## config.mk

```make
export PLATFORM = sky130hd
export DESIGN_NAME = video_timing_top
export DESIGN_NICKNAME = d
export VERILOG_FILES = /design/src/video_mode_pkg.sv /design/src/video_if.sv /design/src/switch_debouncer.sv /design/src/mode_table.sv /design/src/raster_counter.sv /design/src/sync_output.sv /design/src/video_timing_top.sv
export SDC_FILE = /design/constraint.sdc
export NUM_CORES = 1
export LEC_CHECK = 0
export BUFFER_PORTS_ARGS = -buffer_cell sky130_fd_sc_hd__buf_4
export CAP_MARGIN = 5
export CORE_MARGIN = 1
export CORE_UTILIZATION = 40
export DETAILED_ROUTE_END_ITERATION = 10
export PLACE_DENSITY = 0.51
export SETUP_SLACK_MARGIN = 0.05
export SLEW_MARGIN = 15
export SYNTH_ARGS = -nofsm -noshare
export SYNTH_HDL_FRONTEND = slang
export SYNTH_SLANG_ARGS = --single-unit
```

## constraint.sdc

```tcl
create_clock -name clk50m_bufg -period 4.8 [get_ports clk50m_bufg]
set_input_delay 0.96 -clock clk50m_bufg [delete_from_list [all_inputs] [get_ports clk50m_bufg]]
set_output_delay 0.96 -clock clk50m_bufg [all_outputs]
set_load 0.01 [all_outputs]
```

## src/video_mode_pkg.sv

```systemverilog
package video_mode_pkg;

	typedef logic [10:0] coord_t;     // Pixel or line position, also thresholds
	typedef logic [3:0]  mode_code_t; // Raw switch code
	typedef logic [7:0]  clkgen_t;    // Synthesizer factor, stored minus one

	////////////////////
	// Switch codes
	////////////////////

	localparam mode_code_t MODE_VGA    = 4'b0000;
	localparam mode_code_t MODE_SVGA   = 4'b0001;
	localparam mode_code_t MODE_XGA    = 4'b0011;
	localparam mode_code_t MODE_HD720  = 4'b0010;
	localparam mode_code_t MODE_SXGA   = 4'b1000;
	localparam mode_code_t MODE_CAMERA = 4'b1001;

	////////////////////
	// Timing records
	////////////////////

	// One display format, porches and sync widths in pixels or lines
	typedef struct packed {
		coord_t hpixels; // Live pixels
		coord_t hfporch;
		coord_t hsync_w;
		coord_t hbporch;
		coord_t vlines;  // Live lines
		coord_t vfporch;
		coord_t vsync_w;
		coord_t vbporch;
		logic   neg_pol; // Sync active low
	} format_t;

	// Cumulative counter thresholds
	typedef struct packed {
		coord_t hsblnk; // Last live pixel
		coord_t hssync;
		coord_t hesync;
		coord_t heblnk; // Last pixel of the line
		coord_t vsblnk;
		coord_t vssync;
		coord_t vesync;
		coord_t veblnk;
	} thresholds_t;

	// Format table, unknown codes fall back to 720p
	function automatic format_t format_of(input mode_code_t code);
		format_t fmt;
		case (code)
			MODE_VGA: // 640x480, negative sync
				fmt = '{11'd640, 11'd16, 11'd96, 11'd48,
					11'd480, 11'd11, 11'd2, 11'd31, 1'b1};
			MODE_SVGA: // 800x600
				fmt = '{11'd800, 11'd40, 11'd128, 11'd88,
					11'd600, 11'd1, 11'd4, 11'd23, 1'b0};
			MODE_XGA: // 1024x768, negative sync
				fmt = '{11'd1024, 11'd24, 11'd136, 11'd160,
					11'd768, 11'd3, 11'd6, 11'd29, 1'b1};
			MODE_SXGA: // 1280x1024
				fmt = '{11'd1280, 11'd48, 11'd112, 11'd248,
					11'd1024, 11'd1, 11'd3, 11'd38, 1'b0};
			MODE_CAMERA: // 720 lines, one pixel shorter hsync than 720p
				fmt = '{11'd1280, 11'd110, 11'd39, 11'd220,
					11'd720, 11'd4, 11'd4, 11'd22, 1'b0};
			default: // 1280x720
				fmt = '{11'd1280, 11'd110, 11'd40, 11'd220,
					11'd720, 11'd5, 11'd5, 11'd20, 1'b0};
		endcase
		return fmt;
	endfunction

endpackage

```

## src/video_if.sv

```systemverilog
// Timing setup from the mode table to the raster and output stages
interface timing_cfg_if;
	import video_mode_pkg::*;

	thresholds_t thresholds; // Registered per mode
	logic        neg_polarity;
	logic        restart;    // One cycle, raster back to 0,0

	modport cfg_src (
		output thresholds,
		output neg_polarity,
		output restart
	);

	modport cfg_raster (
		input thresholds,
		input restart
	);

	// Output stage only needs the polarity
	modport cfg_sync (
		input neg_polarity
	);
endinterface

// Raster position and raw decodes
interface raster_if;
	import video_mode_pkg::*;

	coord_t hcount;
	coord_t vcount;
	logic   hsync_int; // Active high, before polarity
	logic   vsync_int;
	logic   hblnk;
	logic   vblnk;

	modport raster_src (
		output hcount,
		output vcount,
		output hsync_int,
		output vsync_int,
		output hblnk,
		output vblnk
	);

	modport raster_sink (
		input hsync_int,
		input vsync_int,
		input hblnk,
		input vblnk
	);
endinterface

```

## src/switch_debouncer.sv

```systemverilog
module switch_debouncer #(
	parameter int DEBOUNCE_CYCLES = 65536 // Cycles a new code must hold
) (
	input  logic                       clk50m_bufg,
	input  logic                       arst_n,
	input  video_mode_pkg::mode_code_t sw,
	output video_mode_pkg::mode_code_t mode_code,
	output logic                       mode_change
);
	import video_mode_pkg::*;

	localparam int CNT_W = $clog2(DEBOUNCE_CYCLES + 1);
	localparam logic [CNT_W-1:0] CNT_MAX = CNT_W'(DEBOUNCE_CYCLES);

	mode_code_t       sw_meta;    // First sync flop
	mode_code_t       sw_sync;    // Second sync flop
	mode_code_t       sw_last;    // Previous synced code, for movement
	logic [CNT_W-1:0] stable_cnt; // Cycles without movement
	logic             sw_moved;
	logic             accept;

	assign sw_moved = (sw_sync != sw_last);

	// Held long enough and not the code already in use
	assign accept = !sw_moved && (stable_cnt == CNT_MAX) && (sw_sync != mode_code);

	////////////////////
	// Sync and filter
	////////////////////

	always_ff @(posedge clk50m_bufg or negedge arst_n) begin
		if (!arst_n) begin
			sw_meta     <= MODE_VGA;
			sw_sync     <= MODE_VGA;
			sw_last     <= MODE_VGA;
			stable_cnt  <= '0;
			mode_code   <= MODE_VGA; // Power up in VGA
			mode_change <= 1'b0;
		end else begin
			sw_meta <= sw;
			sw_sync <= sw_meta;
			sw_last <= sw_sync;

			// Any bounce restarts the count
			if (sw_moved)
				stable_cnt <= '0;
			else if (stable_cnt != CNT_MAX)
				stable_cnt <= stable_cnt + CNT_W'(1); // saturates

			mode_change <= accept; // Single cycle strobe
			if (accept)
				mode_code <= sw_sync;
		end
	end

endmodule

```

## src/mode_table.sv

```systemverilog
module mode_table (
	input  logic                       clk50m_bufg,
	input  logic                       arst_n,
	input  video_mode_pkg::mode_code_t mode_code,
	input  logic                       mode_change,
	output video_mode_pkg::clkgen_t    pclk_m,
	output video_mode_pkg::clkgen_t    pclk_d,
	output video_mode_pkg::mode_code_t mode,
	timing_cfg_if.cfg_src              cfg
);
	import video_mode_pkg::*;

	// Turns porches and widths into running counter thresholds
	function automatic thresholds_t derive_thr(input format_t f);
		thresholds_t t;
		t.hsblnk = f.hpixels - 11'd1;
		t.hssync = t.hsblnk + f.hfporch;
		t.hesync = t.hssync + f.hsync_w;
		t.heblnk = t.hesync + f.hbporch;
		t.vsblnk = f.vlines - 11'd1;
		t.vssync = t.vsblnk + f.vfporch;
		t.vesync = t.vssync + f.vsync_w;
		t.veblnk = t.vesync + f.vbporch;
		return t;
	endfunction

	localparam format_t     VGA_FMT = format_of(MODE_VGA);
	localparam thresholds_t VGA_THR = derive_thr(VGA_FMT);

	format_t fmt;   // Format of the incoming code
	clkgen_t m_sel; // M minus one
	clkgen_t d_sel; // D minus one

	assign fmt = format_of(mode_code);

	////////////////////
	// Synthesizer M/D
	////////////////////

	always_comb begin
		case (mode_code)
			MODE_VGA: begin // 25 MHz
				m_sel = 8'd2 - 8'd1;
				d_sel = 8'd4 - 8'd1;
			end
			MODE_SVGA: begin // 40 MHz
				m_sel = 8'd4 - 8'd1;
				d_sel = 8'd5 - 8'd1;
			end
			MODE_XGA: begin // 65 MHz
				m_sel = 8'd13 - 8'd1;
				d_sel = 8'd10 - 8'd1;
			end
			MODE_SXGA: begin // 108 MHz
				m_sel = 8'd54 - 8'd1;
				d_sel = 8'd25 - 8'd1;
			end
			MODE_CAMERA: begin
				m_sel = 8'd135 - 8'd1;
				d_sel = 8'd91 - 8'd1;
			end
			default: begin // 74.25 MHz, 720p
				m_sel = 8'd248 - 8'd1;
				d_sel = 8'd167 - 8'd1;
			end
		endcase
	end

	// Everything loads together with the restart strobe
	always_ff @(posedge clk50m_bufg or negedge arst_n) begin
		if (!arst_n) begin
			cfg.thresholds   <= VGA_THR;
			cfg.neg_polarity <= VGA_FMT.neg_pol;
			cfg.restart      <= 1'b0;
			pclk_m           <= 8'd2 - 8'd1;
			pclk_d           <= 8'd4 - 8'd1;
			mode             <= MODE_VGA;
		end else begin
			cfg.restart <= mode_change;
			if (mode_change) begin
				cfg.thresholds   <= derive_thr(fmt);
				cfg.neg_polarity <= fmt.neg_pol;
				pclk_m           <= m_sel;
				pclk_d           <= d_sel;
				mode             <= mode_code;
			end
		end
	end

endmodule

```

## src/raster_counter.sv

```systemverilog
module raster_counter (
	input  logic             clk50m_bufg,
	input  logic             arst_n,
	timing_cfg_if.cfg_raster cfg,
	raster_if.raster_src     rst
);
	import video_mode_pkg::*;

	thresholds_t thr;   // Short local name for the thresholds
	logic        h_end; // Last pixel of the line
	logic        v_end; // Last line of the frame

	assign thr = cfg.thresholds;

	assign h_end = (rst.hcount == thr.heblnk);
	assign v_end = (rst.vcount == thr.veblnk);

	////////////////////
	// Counters
	////////////////////

	always_ff @(posedge clk50m_bufg or negedge arst_n) begin
		if (!arst_n) begin
			rst.hcount <= '0;
			rst.vcount <= '0;
		end else if (cfg.restart) begin
			// New mode starts from the top left corner
			rst.hcount <= '0;
			rst.vcount <= '0;
		end else if (h_end) begin
			rst.hcount <= '0; // Wrap line
			if (v_end)
				rst.vcount <= '0; // Wrap frame
			else
				rst.vcount <= rst.vcount + 11'd1;
		end else begin
			rst.hcount <= rst.hcount + 11'd1;
		end
	end

	////////////////////
	// Decodes
	////////////////////

	// Blanking past the live area
	assign rst.hblnk = (rst.hcount > thr.hsblnk);
	assign rst.vblnk = (rst.vcount > thr.vsblnk);

	// Sync window (start, end], still active high here
	assign rst.hsync_int = (rst.hcount > thr.hssync) && (rst.hcount <= thr.hesync);
	assign rst.vsync_int = (rst.vcount > thr.vssync) && (rst.vcount <= thr.vesync);

endmodule

```

## src/sync_output.sv

```systemverilog
module sync_output (
	input  logic            clk50m_bufg,
	input  logic            arst_n,
	raster_if.raster_sink   rst,
	timing_cfg_if.cfg_sync  cfg,
	output logic            hsync,
	output logic            vsync,
	output logic            de
);

	logic hsync_q;  // Stage 1, polarity applied
	logic vsync_q;
	logic active_q; // Stage 1, inside both live areas

	////////////////////
	// Two stage delay
	////////////////////

	always_ff @(posedge clk50m_bufg or negedge arst_n) begin
		if (!arst_n) begin
			hsync_q  <= 1'b1; // Idle high for VGA
			vsync_q  <= 1'b1;
			active_q <= 1'b0;
			hsync    <= 1'b1;
			vsync    <= 1'b1;
			de       <= 1'b0;
		end else begin
			hsync_q  <= rst.hsync_int ^ cfg.neg_polarity;
			vsync_q  <= rst.vsync_int ^ cfg.neg_polarity;
			active_q <= !rst.hblnk && !rst.vblnk;
			hsync    <= hsync_q;
			vsync    <= vsync_q;
			de       <= active_q; // data enable
		end
	end

endmodule

```

## src/video_timing_top.sv

```systemverilog
module video_timing_top #(
	parameter int DEBOUNCE_CYCLES = 65536
) (
	input  logic                       clk50m_bufg,
	input  logic                       arst_n,
	input  video_mode_pkg::mode_code_t sw,     // Mode switches, asynchronous
	output logic                       hsync,
	output logic                       vsync,
	output logic                       de,
	output video_mode_pkg::clkgen_t    pclk_m, // To the pixel clock synthesizer
	output video_mode_pkg::clkgen_t    pclk_d,
	output video_mode_pkg::mode_code_t mode
);
	import video_mode_pkg::*;

	mode_code_t deb_code;   // Accepted switch code
	logic       deb_change; // Pulses when the code is accepted

	timing_cfg_if cfg_if ();
	raster_if     rst_if ();

	////////////////////
	// Pipeline
	////////////////////

	switch_debouncer #(
		.DEBOUNCE_CYCLES (DEBOUNCE_CYCLES)
	) debounce_i (
		.clk50m_bufg (clk50m_bufg),
		.arst_n      (arst_n),
		.sw          (sw),
		.mode_code   (deb_code),
		.mode_change (deb_change)
	);

	mode_table mode_table_i (
		.clk50m_bufg (clk50m_bufg),
		.arst_n      (arst_n),
		.mode_code   (deb_code),
		.mode_change (deb_change),
		.pclk_m      (pclk_m),
		.pclk_d      (pclk_d),
		.mode        (mode),
		.cfg         (cfg_if.cfg_src)
	);

	raster_counter raster_i (
		.clk50m_bufg (clk50m_bufg),
		.arst_n      (arst_n),
		.cfg         (cfg_if.cfg_raster),
		.rst         (rst_if.raster_src)
	);

	// Final sync and data enable, two cycles behind the raster
	sync_output sync_i (
		.clk50m_bufg (clk50m_bufg),
		.arst_n      (arst_n),
		.rst         (rst_if.raster_sink),
		.cfg         (cfg_if.cfg_sync),
		.hsync       (hsync),
		.vsync       (vsync),
		.de          (de)
	);

endmodule

```

==> flow_summary.toml <==
[setup_path]
cp.required_ns = 5.16
slowest_delay_ns = 0.67
cp_cell_sequence = "or4_1 -> clkinv_8 -> a21oi_1 -> ha_1 -> inv_1 -> ha_1 -> o21a_1 -> and2_1 -> o21a_1 -> nor2_1 -> xnor2_1 -> ha_1 -> and2_1 -> a31oi_1 -> o211ai_1 -> maj3_1 -> xor2_1 -> a21oi_1"
reg2reg_to = "mode_table_i.cfg.thresholds[53]"
startpoint = "debounce_i.mode_code[1]"
crit_top_cell = "ha_1"
cp.buffers_inverters = 2
crit_arrival_ns = 4.77
r2r_start = "debounce_i.mode_code[1]"
crit_slowest_cell = "or4_1"
r2r_slack_ns = 0.39
rr_worst_depth = 18
cp-start-kind = "register"
endpoint_kind = "register"
cp_max_fo = 11
critPathKind = "register to register"
cp_top_family = "adder cells"

[grt]
grt_pass1_vias = 6631
grt.overflow.total = 0
grt_antenna_before_repair = 0
grt_max_degree = 85
grt.total_usage_pct = 19.6
grt_pass1_wl_mm = 36.1

[clock_tree]
cts.sinks = 152
cts_resized = 0
root_buffer = "clkbuf_16"
numCtsBuffers = 17
post_cts_buffers = 0
ctsLongestPathBuffers = 2
insertion_delay_ns = 0.43
cts_tree = "done"
holdBufCountCts = 0
h-tree-depth = 4
clk_pin_slew_worst_paths_ns = 0.07

[timing]
setup_slack_ns = 0.391
hold_viol = 0
rsz0062_at_grt = "no"
fin_tns_setup_ns = 0
fmax_ghz = 0.227
clock_skew_ns = 0.0133
worst_pin_slew_ns = 1.01
max_slew_margin_pct = 32.9
final-setup-viol-count = 0
slew_viol_final = 0
min_period_over_period_pct = 91.9
min_period_ns = 4.41

[synthesis]
synth_area_per_cell_um2 = 9.61
syn-num-nets = 1058
ys_top_cells_by_count = "dfrtp_1 (108), ha_1 (85), inv_1 (83), nor2_1 (79), nand2_1 (77)"
synth_cell_types = 73
seq_area_frac_synth_pct = 41.6
synth_edf_count = 0
synthFlopType = "dfrtp_1"
synthesis.area_um2 = 9270
synth_top_area_share_pct = 29.2
async_reset_ff_share_pct = 100
yosysTopAreaCell = "dfrtp_1"
synth_seq_cells = 152
syn_inst = 964
ys_warn_count = 0
synth_area_leaders = "dfrtp_1 (29%), dfstp_2 (12%), ha_1 (11%), xor2_1 (4.4%), xnor2_1 (3.5%)"
yosysMostFrequentCell = "dfrtp_1"

[final_layout]
diodes = 0
multiInputGateArea_um2 = 4910
fin_util_pct = 45.7
fillerInstances = 2233
fin_nets = 1084
syn_to_final_growth_pct = 12.0
drive_gt1_share_pct = 15.6
regArea_um2 = 3860

[run]
drv_cap = 0

[drt]
drt-total-wl_mm = 21.7
dr.first_iter.drc_count = 272
first_pass_iters = 4
wl_per_cell_um = 16.9
drc = 0
viasPerCell = 5.22
num_vias = 6718
postRouteAntennaNets = 0

[place]
dp_hpwl_mm = 15.7
pre_cts_ws_ns = 0.325
numPortBuffers = 28
gp_congestion = 0.821

[min_path]
holdPathStages = 0
hp-start = "debounce_i.sw_meta[2]"
min_to = "debounce_i.sw_sync[2]"
min_path_type = "register to register"

[floorplan]
die_w_um = 154
fp-row-count = 55
initial_utilization_pct = 40.8
die_height_um = 154
pin_count = 29
core_area_um2 = 22700
die-area_um2 = 23800

[run_status]
status = "finished, final reports clean"

[power_and_ir_drop]
vdd_drop_max_v = 0.000197
power_leakage_nw = 4.73
powerDensity_nw_per_um2 = 257
## worst max path at each step
stage | end | depth (start not counted)
2_1_floorplan | mode_table_i.cfg.thresholds[53] | 19
3_3_place_gp | mode_table_i.cfg.thresholds[53] | 18
3_5_place_dp | mode_table_i.cfg.thresholds[54] | 17
4_1_cts | mode_table_i.cfg.thresholds[54] | 17
5_1_grt | mode_table_i.cfg.thresholds[54] | 18
6_report | mode_table_i.cfg.thresholds[53] | 18
## per-layer routing
layer	global-route usage, %	vias to the layer above	share of wire (%)
li1	-	3393	-
met1	29.1	3237	52
met2	29.9	84	44
met3	3.03	4	2.9
met4	4.43	0	0.51
met5	0	-	0
## logic make-up after synthesis
| kind of cell | count (synthesis) | share of synthesized area (%) |
|---|---|---|
| AO/OA/AOI/OAI | 201 | 13.7 |
| XOR/XNOR | 87 | 8.59 |
| adder cells (fa/ha/maj) | 89 | 12.2 |
| buffers and inverters | 120 | 5.39 |
| flip-flops | 152 | 41.6 |
| multiplexers | 28 | 3.29 |
| AND/OR/NAND/NOR | 287 | 15.2 |
## state kept, by name, indices dropped and copies added (netlist names), 6 cells and up
signal / cells
mode_table_i.pclk_m: 6
mode_table_i.cfg.thresholds: 72
mode_table_i.pclk_d: 7
debounce_i.stable_cnt: 17
raster_i.rst.hcount: 11
raster_i.rst.vcount: 11
## area by class of cell
class | count | share of cell area [%]
Clock inverter | 15 | 1.51
Multi-Input combinational cell | 692 | 47.3
Timing Repair Buffer | 43 | 3.27
Inverter | 84 | 3.16
Tap cell | 285 | 3.44
Clock buffer | 17 | 4.10
Sequential cell | 152 | 37.2
## stage by stage
stage	power (W)	std cells	area, um^2	hold slack, ns
floorplan	0.00132	964	9270	0.331
global placement	0.00136	1256	9790	0.333
detailed placement	0.00136	1256	9790	0.336
CTS	0.00271	1288	10400	0.351
global route	0.00277	1288	10400	0.359
finish	0.00266	1288	10400	0.349
## placed cells by master, fill, tap and decap left out, drive strengths merged, types with 4 or more instances in the layout
cell and n:
nand2 77, xor2 47, and3 13, nor2 79
o2111ai 4, ha 85, nand2b 15, o31ai 4
a211oi 8, nand4 14, dfstp 44, clkbuf 17
o21a 11, nor2b 9, inv 93, nor4 10
a31oi 8, mux2i 8, nand3 29, nor4b 4
and2 4, mux2 20, nor3 11, o21ai 63
buf 43, xnor2 40, o211ai 8, or3 8
dfrtp 108, clkinv 4, a21oi 53, a21o 15
## report_power, final
part / total [W] / internal (W) / switching, W
Sequential: 0.00129 / 0.00129 / 0.00000416
Combinational: 0.0000384 / 0.00000866 / 0.0000298
Clock: 0.00133 / 0.000697 / 0.000635
Total: 0.00266 / 0.00199 / 0.000669
Note: power is estimated with default switching activity, not from simulation.
